--- src/logic/tensor_mod_pkg.sv ---
/*
  Shared FSM state types for the tensor modulo subsystem:
  row-loop controller, row vector unit and scalar remainder core
*/

`default_nettype none

package tensor_mod_pkg;

  ////////////////////
  // Row-loop controller
  ////////////////////

  // Start row waits for the first element, stream row for the rest
  typedef enum logic [1:0] {
    tensor_idle       = 2'd0,
    tensor_start_row  = 2'd1,
    tensor_stream_row = 2'd2,
    tensor_row_done   = 2'd3
  } tensor_state_e;

  ////////////////////
  // Row vector unit
  ////////////////////

  typedef enum logic [1:0] {
    vec_idle      = 2'd0,
    vec_wait_elem = 2'd1,
    vec_reducing  = 2'd2,
    vec_emit      = 2'd3
  } vector_state_e;

  ////////////////////
  // Scalar remainder core
  ////////////////////

  typedef enum logic [0:0] {
    core_idle     = 1'b0,
    core_shifting = 1'b1
  } core_state_e;

endpackage

`default_nettype wire
--- src/logic/tensor_mod_top.sv ---
/*
  Tensor modulo top level
  Row controller and vector unit, output data register
*/

`timescale 1ns/100ps
`default_nettype none

module tensor_mod_top #(
  parameter int DATA_SIZE    = 16,
  parameter int CONTROL_SIZE = 8
) (
  input  logic                    CLK,
  input  logic                    RST,
  input  logic                    START,
  input  logic [CONTROL_SIZE-1:0] SIZE_I_IN,
  input  logic [CONTROL_SIZE-1:0] SIZE_J_IN,
  input  logic [DATA_SIZE-1:0]    MODULO_IN,
  input  logic [DATA_SIZE-1:0]    DATA_IN,
  input  logic                    DATA_IN_I_ENABLE,
  input  logic                    DATA_IN_J_ENABLE,
  output logic                    READY,
  output logic                    DATA_OUT_I_ENABLE,
  output logic                    DATA_OUT_J_ENABLE,
  output logic [DATA_SIZE-1:0]    DATA_OUT
);

  // Controller and vector unit
  logic row_start;
  logic elem_enable;
  logic elem_done;
  logic row_ready;
  logic [DATA_SIZE-1:0] vec_data_out;

  ////////////////////
  // Row loop
  ////////////////////

  tensor_mod_ctrl #(
    .CONTROL_SIZE(CONTROL_SIZE)
  ) u_tensor_mod_ctrl (
    .CLK              (CLK),
    .RST              (RST),
    .START            (START),
    .SIZE_I_IN        (SIZE_I_IN),
    .DATA_IN_I_ENABLE (DATA_IN_I_ENABLE),
    .DATA_IN_J_ENABLE (DATA_IN_J_ENABLE),
    .elem_done        (elem_done),
    .row_ready        (row_ready),
    .row_start        (row_start),
    .elem_enable      (elem_enable),
    .DATA_OUT_I_ENABLE(DATA_OUT_I_ENABLE),
    .DATA_OUT_J_ENABLE(DATA_OUT_J_ENABLE),
    .READY            (READY)
  );

  ////////////////////
  // Row datapath
  ////////////////////

  // Row length is the J size
  vector_mod_unit #(
    .DATA_SIZE   (DATA_SIZE),
    .CONTROL_SIZE(CONTROL_SIZE)
  ) u_vector_mod_unit (
    .CLK        (CLK),
    .RST        (RST),
    .row_start  (row_start),
    .elem_enable(elem_enable),
    .SIZE_IN    (SIZE_J_IN),
    .MODULO_IN  (MODULO_IN),
    .DATA_IN    (DATA_IN),
    .elem_done  (elem_done),
    .row_ready  (row_ready),
    .DATA_OUT   (vec_data_out)
  );

  // Extra stage to match the controller's strobe register
  always_ff @(posedge CLK or posedge RST) begin
    if (RST) begin
      DATA_OUT <= '0;
    end else if (elem_done) begin
      DATA_OUT <= vec_data_out;
    end
  end

endmodule

`default_nettype wire

--- src/logic/tensor_mod_ctrl.sv ---
/*
  Row-loop controller over SIZE_I rows
  Row starts, enable routing and tensor-level output strobes
*/

`timescale 1ns/100ps
`default_nettype none

module tensor_mod_ctrl
  import tensor_mod_pkg::*;
#(
  parameter int CONTROL_SIZE = 8
) (
  input  logic                    CLK,
  input  logic                    RST,
  input  logic                    START,
  input  logic [CONTROL_SIZE-1:0] SIZE_I_IN,
  input  logic                    DATA_IN_I_ENABLE,
  input  logic                    DATA_IN_J_ENABLE,
  input  logic                    elem_done,
  input  logic                    row_ready,
  output logic                    row_start,
  output logic                    elem_enable,
  output logic                    DATA_OUT_I_ENABLE,
  output logic                    DATA_OUT_J_ENABLE,
  output logic                    READY
);

  tensor_state_e state;

  // Row count and current row
  logic [CONTROL_SIZE-1:0] size_i_q;
  logic [CONTROL_SIZE-1:0] row_idx;
  logic last_row;

  // START taken only between tensors
  logic start_accept;

  assign last_row = (row_idx == size_i_q - CONTROL_SIZE'(1));

  assign start_accept = START &&
                        (state == tensor_idle || state == tensor_row_done);

  ////////////////////
  // Vector unit drive
  ////////////////////

  // Same cycle as START or the previous row's last result,
  // so the vector unit is waiting when the host sends the next element
  assign row_start = start_accept || (row_ready && !last_row);

  // I enable for column 0, J enable for the others
  always_comb begin
    case (state)
      tensor_start_row:  elem_enable = DATA_IN_I_ENABLE;
      tensor_stream_row: elem_enable = DATA_IN_J_ENABLE;
      default:           elem_enable = 1'b0;
    endcase
  end

  ////////////////////
  // Row loop
  ////////////////////

  always_ff @(posedge CLK or posedge RST) begin
    if (RST) begin
      state    <= tensor_idle;
      size_i_q <= '0;
      row_idx  <= '0;
    end else begin
      case (state)
        tensor_idle, tensor_row_done: begin
          if (start_accept) begin
            size_i_q <= SIZE_I_IN;
            row_idx  <= '0;
            state    <= tensor_start_row;
          end else begin
            state <= tensor_idle;
          end
        end
        tensor_start_row, tensor_stream_row: begin
          if (row_ready) begin
            if (last_row) begin
              // READY shows during row done
              state <= tensor_row_done;
            end else begin
              row_idx <= row_idx + 1'b1;
              state   <= tensor_start_row;
            end
          end else if (elem_done) begin
            // First element of the row is back
            state <= tensor_stream_row;
          end
        end
        default: state <= tensor_idle;
      endcase
    end
  end

  ////////////////////
  // Output strobes
  ////////////////////

  // One register stage, all three line up with the same result
  always_ff @(posedge CLK or posedge RST) begin
    if (RST) begin
      DATA_OUT_J_ENABLE <= 1'b0;
      DATA_OUT_I_ENABLE <= 1'b0;
      READY             <= 1'b0;
    end else begin
      DATA_OUT_J_ENABLE <= elem_done;
      DATA_OUT_I_ENABLE <= row_ready;
      READY             <= row_ready && last_row;
    end
  end

endmodule

`default_nettype wire

--- src/logic/vector_mod_unit.sv ---
/*
  Row vector unit, reduces SIZE_IN elements of one row
  Column counting around one scalar remainder core
*/

`timescale 1ns/100ps
`default_nettype none

module vector_mod_unit
  import tensor_mod_pkg::*;
#(
  parameter int DATA_SIZE    = 16,
  parameter int CONTROL_SIZE = 8
) (
  input  logic                    CLK,
  input  logic                    RST,
  input  logic                    row_start,
  input  logic                    elem_enable,
  input  logic [CONTROL_SIZE-1:0] SIZE_IN,
  input  logic [DATA_SIZE-1:0]    MODULO_IN,
  input  logic [DATA_SIZE-1:0]    DATA_IN,
  output logic                    elem_done,
  output logic                    row_ready,
  output logic [DATA_SIZE-1:0]    DATA_OUT
);

  vector_state_e state;

  // Row length and column position
  logic [CONTROL_SIZE-1:0] size_q;
  logic [CONTROL_SIZE-1:0] col_idx;
  logic last_col;

  // Operands held for the core
  logic [DATA_SIZE-1:0] modulo_q;
  logic [DATA_SIZE-1:0] operand_q;

  // Core handshake
  logic core_start;
  logic core_done;
  logic [DATA_SIZE-1:0] remainder;

  assign last_col = (col_idx == size_q - CONTROL_SIZE'(1));

  ////////////////////
  // Row FSM
  ////////////////////

  always_ff @(posedge CLK or posedge RST) begin
    if (RST) begin
      state      <= vec_idle;
      size_q     <= '0;
      col_idx    <= '0;
      core_start <= 1'b0;
      elem_done  <= 1'b0;
      row_ready  <= 1'b0;
    end else begin
      core_start <= 1'b0;
      elem_done  <= 1'b0;
      row_ready  <= 1'b0;
      case (state)
        vec_idle: begin
          // First row of a tensor, sizes taken on the START cycle
          if (row_start) begin
            size_q  <= SIZE_IN;
            col_idx <= '0;
            state   <= vec_wait_elem;
          end
        end
        vec_wait_elem: begin
          if (elem_enable) begin
            core_start <= 1'b1;
            state      <= vec_reducing;
          end
        end
        vec_reducing: begin
          // Enables arriving here are dropped
          if (core_done) begin
            elem_done <= 1'b1;
            row_ready <= last_col;
            if (!last_col) begin
              col_idx <= col_idx + 1'b1;
            end
            state <= vec_emit;
          end
        end
        vec_emit: begin
          // Next row reuses the row length and modulus of this tensor
          if (row_start) begin
            col_idx <= '0;
            state   <= vec_wait_elem;
          end else if (row_ready) begin
            state <= vec_idle;
          end else begin
            state <= vec_wait_elem;
          end
        end
        default: state <= vec_idle;
      endcase
    end
  end

  // Operand capture and result register
  always_ff @(posedge CLK) begin
    if (state == vec_idle && row_start) begin
      modulo_q <= MODULO_IN;
    end
    if (state == vec_wait_elem && elem_enable) begin
      operand_q <= DATA_IN;
    end
    if (state == vec_reducing && core_done) begin
      DATA_OUT <= remainder;
    end
  end

  ////////////////////
  // Scalar core
  ////////////////////

  scalar_mod_core #(
    .DATA_SIZE(DATA_SIZE)
  ) u_scalar_mod_core (
    .CLK       (CLK),
    .RST       (RST),
    .core_start(core_start),
    .operand   (operand_q),
    .modulus   (modulo_q),
    .core_done (core_done),
    .remainder (remainder)
  );

endmodule

`default_nettype wire

--- src/logic/scalar_mod_core.sv ---
/*
  Iterative restoring remainder of one unsigned element
  One quotient bit per cycle, quotient discarded
*/

`timescale 1ns/100ps
`default_nettype none

module scalar_mod_core
  import tensor_mod_pkg::*;
#(
  parameter int DATA_SIZE = 16
) (
  input  logic                 CLK,
  input  logic                 RST,
  input  logic                 core_start,
  input  logic [DATA_SIZE-1:0] operand,
  input  logic [DATA_SIZE-1:0] modulus,
  output logic                 core_done,
  output logic [DATA_SIZE-1:0] remainder
);

  localparam int CNT_W = $clog2(DATA_SIZE + 1);

  core_state_e state;
  logic [CNT_W-1:0] bit_cnt;
  logic last_bit;

  // Operand bits still to be shifted in, MSB first
  logic [DATA_SIZE-1:0] dividend_q;
  // Running partial remainder, always below the modulus after a step
  logic [DATA_SIZE-1:0] partial_q;

  // One extra bit, the shifted partial can exceed DATA_SIZE bits
  logic [DATA_SIZE:0] trial;
  logic [DATA_SIZE:0] diff;
  logic [DATA_SIZE-1:0] next_partial;

  assign last_bit = (bit_cnt == CNT_W'(DATA_SIZE - 1));

  ////////////////////
  // Datapath step
  ////////////////////

  always_comb begin
    trial = {partial_q, dividend_q[DATA_SIZE-1]};
    diff  = trial - {1'b0, modulus};
    // Subtract when not smaller; modulus 0 always subtracts nothing
    if (trial >= {1'b0, modulus}) begin
      next_partial = diff[DATA_SIZE-1:0];
    end else begin
      next_partial = trial[DATA_SIZE-1:0];
    end
  end

  ////////////////////
  // Control FSM
  ////////////////////

  always_ff @(posedge CLK or posedge RST) begin
    if (RST) begin
      state     <= core_idle;
      bit_cnt   <= '0;
      core_done <= 1'b0;
    end else begin
      core_done <= 1'b0;
      case (state)
        core_idle: begin
          if (core_start) begin
            bit_cnt <= '0;
            state   <= core_shifting;
          end
        end
        core_shifting: begin
          bit_cnt <= bit_cnt + 1'b1;
          // Done strobe lands DATA_SIZE+1 cycles after core_start
          if (last_bit) begin
            core_done <= 1'b1;
            state     <= core_idle;
          end
        end
        default: state <= core_idle;
      endcase
    end
  end

  // Shift registers and result
  always_ff @(posedge CLK) begin
    if (state == core_idle && core_start) begin
      dividend_q <= operand;
      partial_q  <= '0;
    end else if (state == core_shifting) begin
      dividend_q <= dividend_q << 1;
      partial_q  <= next_partial;
      if (last_bit) begin
        remainder <= next_partial;
      end
    end
  end

endmodule

`default_nettype wire

--- config.mk ---
export PLATFORM = sky130hd
export DESIGN_NAME = tensor_mod_top
export DESIGN_NICKNAME = d
export VERILOG_FILES = /design/src/logic/tensor_mod_pkg.sv /design/src/logic/tensor_mod_top.sv /design/src/logic/tensor_mod_ctrl.sv /design/src/logic/vector_mod_unit.sv /design/src/logic/scalar_mod_core.sv
export SDC_FILE = /design/constraint.sdc
export NUM_CORES = 1
export LEC_CHECK = 0
export BUFFER_PORTS_ARGS = -buffer_cell sky130_fd_sc_hd__buf_2
export CORE_AREA = 2 2 121 123
export DETAILED_ROUTE_END_ITERATION = 10
export DIE_AREA = 0 0 123 125
export HOLD_SLACK_MARGIN = 0.15
export PLACE_DENSITY = 0.74
export SKIP_CTS_REPAIR_TIMING = 1
export SLEW_MARGIN = 20
export SYNTH_ARGS = -nofsm -noshare
export SYNTH_HDL_FRONTEND = slang
export SYNTH_SLANG_ARGS = --single-unit
--- constraint.sdc ---
create_clock -name CLK -period 5.4 [get_ports CLK]
set_input_delay 0 -clock CLK [delete_from_list [all_inputs] [get_ports CLK]]
set_output_delay 0 -clock CLK [all_outputs]
set_load 0.005 [all_outputs]
==> results of run 1 <==
-- worst register-to-register path, stage by stage, from the launching register on --
cell and delay (ns):
dfrtp_1 0.46, inv_1 0.07, ha_1 0.27, o21ba_1 0.19
a221oi_1 0.28, a41oi_1 0.14, o41ai_4 0.64, nand2_2 0.12
nand2_2 0.30, inv_1 0.35
-- power groups by stage --
stage	clock (uW)	combinational, uW	sequential, uW
after floorplan	0	178	1380
after global placement	0	217	1390
after detailed placement	0	227	1390
after CTS	1240	229	1360
after global routing	1300	292	1370
final	1210	254	1360
-- state kept, by name, indices dropped and copies added (netlist names) --
register                                        flops
u_vector_mod_unit.u_scalar_mod_core.state           1
DATA_OUT                                           16
u_tensor_mod_ctrl.READY                             1
u_vector_mod_unit.u_scalar_mod_core.partial_q      16
u_vector_mod_unit.row_ready                         1
u_vector_mod_unit.u_scalar_mod_core.remainder      16
u_vector_mod_unit.state                             2
u_vector_mod_unit.u_scalar_mod_core.bit_cnt         5
u_vector_mod_unit.size_q                            8
u_vector_mod_unit.modulo_q                         16
u_vector_mod_unit.operand_q                        16
u_vector_mod_unit.core_start                        1
u_tensor_mod_ctrl.row_idx                           8
u_vector_mod_unit.u_scalar_mod_core.core_done       1
u_tensor_mod_ctrl.DATA_OUT_J_ENABLE                 1
u_tensor_mod_ctrl.state                             2
u_tensor_mod_ctrl.DATA_OUT_I_ENABLE                 1
u_vector_mod_unit.col_idx                           8
u_vector_mod_unit.u_scalar_mod_core.dividend_q     16
u_vector_mod_unit.DATA_OUT                         16
u_tensor_mod_ctrl.size_i_q                          8
u_vector_mod_unit.elem_done                         1
-- cells by family after synthesis --
logic type / Yosys count
flip-flops: 161
AND/OR/NAND/NOR: 132
AO/OA/AOI/OAI: 123
multiplexers: 62
buffers and inverters: 56
XOR/XNOR: 34
adder cells (fa/ha/maj): 30
-- per-stage QoR --
stage	cells	worst slack, ns	hold slack (ns)
2_1_floorplan	598	2.72	0.0989
3_3_place_gp	838	2.34	0.177
3_5_place_dp	838	2.27	0.178
4_1_cts	870	2.25	-0.269
5_1_grt	920	1.97	0.261
6_report	920	2.23	0.278
-- per-layer routing --
layer / vias up / track usage
li1: 2466 / -
met1: 2375 / 0.251
met2: 104 / 0.302
met3: 21 / 0.0493
met4: 0 / 0.0789
met5: - / 0
-- cell type report --
type,count,area share
flip-flops and latches,161,0.472
multi-input cells,381,0.327
repair buffers,125,0.0961
clock buffers,20,0.0484
well taps,184,0.0250
clock inverters,12,0.0172
inverters,37,0.0151
-- cell usage in the layout (no fill, tap or decap), types with 6 or more instances in the layout --
cell	Yosys	final
edfxtp_1	80	80
dfxtp_1	16	16
mux2i_1	6	6
nor3_1	13	13
ha_1	29	29
a22o_1	13	13
mux2_1	8	8
xnor2_1	16	16
nand3_1	11	11
mux2_2	44	44
xor2_1	18	18
dlygate4sd3_1	0	50
o21ai_0	22	22
and3_1	8	8
nor2_1	19	19
clkbuf_16	0	17
a31o_2	11	11
buf_2	3	71
nand2_1	36	36
inv_1	36	35
nand2b_1	9	9
a21oi_1	18	18
dfrtp_1	65	65
-- worst paths after layout --
| kind | depth (start not counted) | startpoint | slack (ns) | endpoint |
|---|---|---|---|---|
| max | 9 | u_tensor_mod_ctrl.size_i_q[0]$_DFFE_PP0P_ | 2.23 | u_vector_mod_unit.modulo_q[4]$_DFFE_PP_ |
| min | 2 | DATA_IN[9] | 0.28 | u_vector_mod_unit.operand_q[9]$_DFFE_PP_ |
| max reg2reg | 9 | u_tensor_mod_ctrl.size_i_q[0]$_DFFE_PP0P_ | 2.23 | u_vector_mod_unit.modulo_q[4]$_DFFE_PP_ |
| min reg2reg | 0 | u_vector_mod_unit.u_scalar_mod_core.remainder[6]$_DFFE_PP_ | 0.42 | u_vector_mod_unit.DATA_OUT[6]$_DFFE_PP_ |
| max in group asynchronous | 4 | RST | 4.50 | DATA_OUT[0]$_DFFE_PP0P_ |
| min in group asynchronous | 4 | RST | 0.37 | u_vector_mod_unit.size_q[7]$_DFFE_PP0P_ |
==> results.md, run 1 <==
* DRT Wirelength at 14.3 mm
* CP max stage delay at 0.64 ns
* Crit Path Max Fanout at 16
* Max-cap violations at 0
* Final hold vios at 0
* TNS Setup at 0 ns
* Register area share after synthesis at 0.574
* Maximum buffer depth of the clock tree at 2
* Finished Core Util at 0.649
* DRT antenna net count at 0
* Wl on met1 at 6.52 mm
* WL/cell at 15.6 um
* Starting Density at 0.533
* Largest family of logic cells by synthesized area: compound AO/OA/AOI/OAI gates
* Crit. End Element: flip-flop
* Synthesized cell area at 7580 sq um
* Top post-synthesis cells by area: edfxtp_1 32%, dfrtp_1 21%, mux2_2 6.5%, ha_1 4.8%, dfxtp_1 4.2%
* P&R area growth vs syn at 21.7%
* Number of fill cells at 1038
* TritonCTS clock tree: yes
* Status: complete, no violations
* Largest net degree at the start of global routing at 66
* # setup viols final at 0
* Global-route wire length before repair at 23.1 mm
* Clk pin slew, worst setup/hold paths at 0.06 ns
* Pwr Density at 307 nW/um^2
* Tightest Hold Check Type: in2reg
* Switch share at 0.228
* Pwr Total at 2830 uW
* Fmax at 0.315 GHz
* Vias in the first global route at 4870
* Worst vdd ir at 0.265 mV
* GRT Total Usage at 0.191
* Simple-gate share of the synthesized area at 0.0922
* Synth Instances at 598
* Sink Count at 161
* H-tree Lvls at 4
* YS warnings at 0
* Most frequent cells after synthesis: 80 x edfxtp_1, 65 x dfrtp_1, 44 x mux2_2
* Critical path class: reg2reg
* Synth Area in Adders at 0.0505
* Final instance area at 9220 sq um
* Yosys top cell area share at 0.317
* DR vias/cell at 5.40
* Buf/Inv on CP at 2
* Cell-internal power at 2190 uW
* Top FF cell, synth: edfxtp_1
* Core footprint at 14200 sq um
* Post-synth ARST share at 0.404
* Actual slew at the worst max-slew pin at 1.06 ns
* EDFF count, synth at 80
* Metal3 WL at 482 um
* Tmin final at 3.17 ns
* Psw at 645 uW
* Routed vias at 4966
* Worst EP required at 5.49 ns
* Compound-Gate Fraction of Synth Area at 0.122
* Tcrit/Tclk final at 0.587
* Root buf cell: clkbuf_16
* CTS Buf Count at 17
* CP Data Arrival Time at 3.26 ns
* Hpwl dp at 9.71 mm
* Max transition margin at 0.296
* Gate power share at 0.090
* Critical path cell sequence: inv_1, ha_1, o21ba_1, a221oi_1, a41oi_1, o41ai_4, nand2_2, nand2_2, inv_1
* Routed wl met2 at 7.00 mm
* Synth Net Count at 681
* Final Max Tran Viols at 0
* Grt ovf at 0
* Layout cells sized above 1 at 0.243
* Clock Power Share at 0.429
* Top Layer Used: met4
* Full die area at 15400 sq um
* DRT iter0 DRCs at 376
* Register share of total power at 0.482
* Diode count at 0
* CP Launch Type: flip-flop
* Max stage delay cell, worst path: o41ai_4
* RSZ-0062 raised after global routing: no
* Worst-skew pair later-pin latency at 0.42 ns
* Synthesis-stage register bit count at 161
* I/O Buffers at 71
* Clock skew at 0.00834 ns
* Leading area contributor after synthesis: edfxtp_1
* Netlist cell types at 72
* Syn Area/Cell at 12.7 sq um
* Initial antenna violation count at 0
* Chip height at 125 um
* Synth Area in XOR/XNOR at 0.0393
* Nets at 806
* Area of the multi-input gates at 3010 sq um
* Router iterations before antenna repair at 5
* Die width at 123 um
* Row count at 44
* Cell family with most CP delay: compound AO/OA/AOI/OAI gates
* Gpl congestion at 0.944
* I/O pin cnt at 72
* Top-count cell post-synth: edfxtp_1
* FF/Latch Area at 4350 sq um
* Static Leakage at 0.00396 uW
* Drt drc at 0
* Area after DPL at 8110 sq um
* Mux contribution to synthesized area at 0.0931
Note: power is estimated with default switching activity, not from simulation.
==> run 2, diff against run 1 <==
--- a/config.mk
+++ b/config.mk
@@ -6,11 +6,11 @@
 export NUM_CORES = 1
 export LEC_CHECK = 0
 export BUFFER_PORTS_ARGS = -buffer_cell sky130_fd_sc_hd__buf_2
-export CORE_AREA = 2 2 121 123
+export CORE_AREA = 2 2 122 124
 export DETAILED_ROUTE_END_ITERATION = 10
-export DIE_AREA = 0 0 123 125
+export DIE_AREA = 0 0 124 126
 export HOLD_SLACK_MARGIN = 0.15
-export PLACE_DENSITY = 0.74
+export PLACE_DENSITY = 0.75
 export SKIP_CTS_REPAIR_TIMING = 1
 export SLEW_MARGIN = 20
 export SYNTH_ARGS = -nofsm -noshare
==> constraint.sdc (replaced) <==
create_clock -name CLK -period 2.6 [get_ports CLK]
set_input_delay 0 -clock CLK [delete_from_list [all_inputs] [get_ports CLK]]
set_output_delay 0 -clock CLK [all_outputs]
set_load 0.005 [all_outputs]
==> results.md, run 2 (synthesis results as in run 1) <==
* Status: finished, violations left (was complete, no violations)
* Violated checks: setup timing
* Max-cap violations at 0 (unchanged)
* Chip height at 126 um (was 125 um)
* GRT Total Usage at 0.197 (was 0.191)
* Max transition margin at 0.441 (was 0.296)
* Critical path class: reg2reg (unchanged)
* Largest net degree at the start of global routing at 66 (unchanged)
* Root buf cell: clkbuf_16 (unchanged)
* WL/cell at 16.3 um (was 15.6 um)
* CTS Buf Count at 17 (unchanged)
* Die width at 124 um (was 123 um)
* Tcrit/Tclk final at 1.00 (was 0.587)
* Critical path cell sequence: inv_2, ha_4, nor2b_4, o2111ai_4, nand4_1, a32o_2, or2_4, buf_12, mux2_4, a22o_1 (was inv_1, ha_1, o21ba_1, a221oi_1, a41oi_1, o41ai_4, nand2_2, nand2_2, inv_1)
* Tightest Hold Check Type: in2reg (unchanged)
* Final hold vios at 0 (unchanged)
* Gpl congestion at 0.938 (was 0.944)
* Crit Path Max Fanout at 7 (was 16)
* Worst vdd ir at 0.515 mV (was 0.265 mV)
* Grt ovf at 0 (unchanged)
* Row count at 44 (unchanged)
* Most frequent cells in the layout: 80 x edfxtp_1, 71 x buf_2, 65 x dfrtp_1, 50 x dlygate4sd3_1, 44 x mux2_2 (unchanged)
* Clock skew at 0.00609 ns (was 0.00834 ns)
* Worst-skew pair later-pin latency at 0.42 ns (about the same)
* Starting Density at 0.529 (was 0.533)
* Switch share at 0.247 (was 0.228)
* DR vias/cell at 5.66 (was 5.40)
* Router iterations before antenna repair at 5 (unchanged)
* Initial antenna violation count at 0 (unchanged)
* DRT Wirelength at 15.3 mm (was 14.3 mm)
* Cell-internal power at 4490 uW (was 2190 uW)
* Full die area at 15600 sq um (was 15400 sq um)
* Hpwl dp at 9.95 mm (was 9.71 mm)
* Clk pin slew, worst setup/hold paths at 0.06 ns (about the same)
* CP Data Arrival Time at 2.92 ns (was 3.26 ns)
* DRT iter0 DRCs at 458 (was 376)
* CP max stage delay at 0.42 ns (was 0.64 ns)
* Final Max Tran Viols at 0 (unchanged)
* H-tree Lvls at 4 (unchanged)
* Global-route wire length before repair at 23.9 mm (was 23.1 mm)
* Static Leakage at 0.00411 uW (was 0.00396 uW)
* Fmax at 0.384 GHz (was 0.315 GHz)
* Psw at 1470 uW (was 645 uW)
* # setup viols final at 1 (was 0)
* Setup WS post-layout at -0.00466 ns (was 2.23 ns)
* Commonest non-fill, non-tap cell in the layout: edfxtp_1 (unchanged)
* Pwr Density at 625 nW/um^2 (was 307 nW/um^2)
* P&R area growth vs syn at 25.8% (was 21.7%)
* Nets at 826 (was 806)
* Maximum buffer depth of the clock tree at 2 (unchanged)
* Actual slew at the worst max-slew pin at 0.839 ns (was 1.06 ns)
* I/O pin cnt at 72 (unchanged)
* Core footprint at 14300 sq um (was 14200 sq um)
* Area after DPL at 8260 sq um (was 8110 sq um)
* Tmin final at 2.60 ns (was 3.17 ns)
* Final instance area at 9530 sq um (was 9220 sq um)
* Drt drc at 0 (unchanged)
* RSZ-0062 raised after global routing: yes (was no)
* Worst EP required at 2.91 ns (was 5.49 ns)
* Diode count at 0 (unchanged)
* Vias in the first global route at 4980 (was 4870)
* Crit. End Element: flip-flop (unchanged)
* Layout Cells excl Fill at 940 (was 920)
* TritonCTS clock tree: yes (unchanged)
* CP Launch Type: flip-flop (unchanged)
* Max stage delay cell, worst path: edfxtp_1 (was o41ai_4)
* Clock Power Share at 0.425 (was 0.429)
* Register share of total power at 0.473 (was 0.482)
* Routed vias at 5316 (was 4966)
* Placed Cells at 853 (was 838)
* Layout cells sized above 1 at 0.282 (was 0.243)
* Sink Count at 161 (unchanged)
* TNS Setup at -0.00466 ns (was 0 ns)
* I/O Buffers at 71 (unchanged)
* DRT antenna net count at 0 (unchanged)
* Gate power share at 0.102 (was 0.090)
[run 2: final timing paths]
| check | from | end | slack [ns] | cells after the start |
|---|---|---|---|---|
| worst max register to register | u_vector_mod_unit.modulo_q[1]$_DFFE_PP_ | flip-flop | -0.005 | 10 |
| max in group asynchronous | RST | DATA_OUT[0]$_DFFE_PP0P_ | 1.68 | 4 |
| worst min-delay path | MODULO_IN[4] | u_vector_mod_unit.modulo_q[4]$_DFFE_PP_ | 0.28 | 2 |
| worst max-delay path | u_vector_mod_unit.modulo_q[1]$_DFFE_PP_ | flip-flop | -0.005 | 10 |
| worst min register to register | u_vector_mod_unit.u_scalar_mod_core.remainder[9]$_DFFE_PP_ | u_vector_mod_unit.DATA_OUT[9]$_DFFE_PP_ | 0.42 | 0 |
| min in group asynchronous | RST | u_vector_mod_unit.size_q[6]$_DFFE_PP0P_ | 0.35 | 4 |
[run 2: area by class of cell]
class	instances	area, sq um
multi-input combinational	381	3120
sequential	161	4350
clock inverter	15	174
fill	1008	4780
tap	184	230
timing repair buffer	145	1100
inverter	37	139
clock buffer	17	425
[run 2: metal layers]
metal	wire [um]	GRT usage	share of wire	vias up
li1	-	-	-	2505
met1	6650	0.258	0.43	2606
met2	7720	0.317	0.50	174
met3	656	0.0444	0.043	31
met4	314	0.0800	0.020	0
met5	0	0	0	-
[run 2: critical path: cells and delay by family, from the launching register on]
family	cells	cell delay (ns)
mux	1	0.30
fa+ha+maj	1	0.20
simple gates	3	0.59
buf+inv	2	0.24
flops	1	0.42
compound gates	3	0.73
[run 2: power groups by stage]
stage,clock (uW),sequential (uW),combinational (uW)
6_report,2530,2820,606
5_1_grt,2680,2830,666
4_1_cts,2570,2810,549
3_5_place_dp,0,2860,544
3_3_place_gp,0,2850,523
2_1_floorplan,0,2860,369
[run 2: through the flow]
stage          utilization  setup slack [ns]  power (uW)  hold WS, ns
2_1_floorplan            -            0.0450        3230       0.0989
3_3_place_gp         0.577            0.0693        3380        0.177
3_5_place_dp         0.577           -0.0154        3400        0.178
4_1_cts              0.619           -0.0401        5930       -0.272
5_1_grt              0.666           -0.0772        6170        0.272
6_report             0.666          -0.00466        5960        0.276
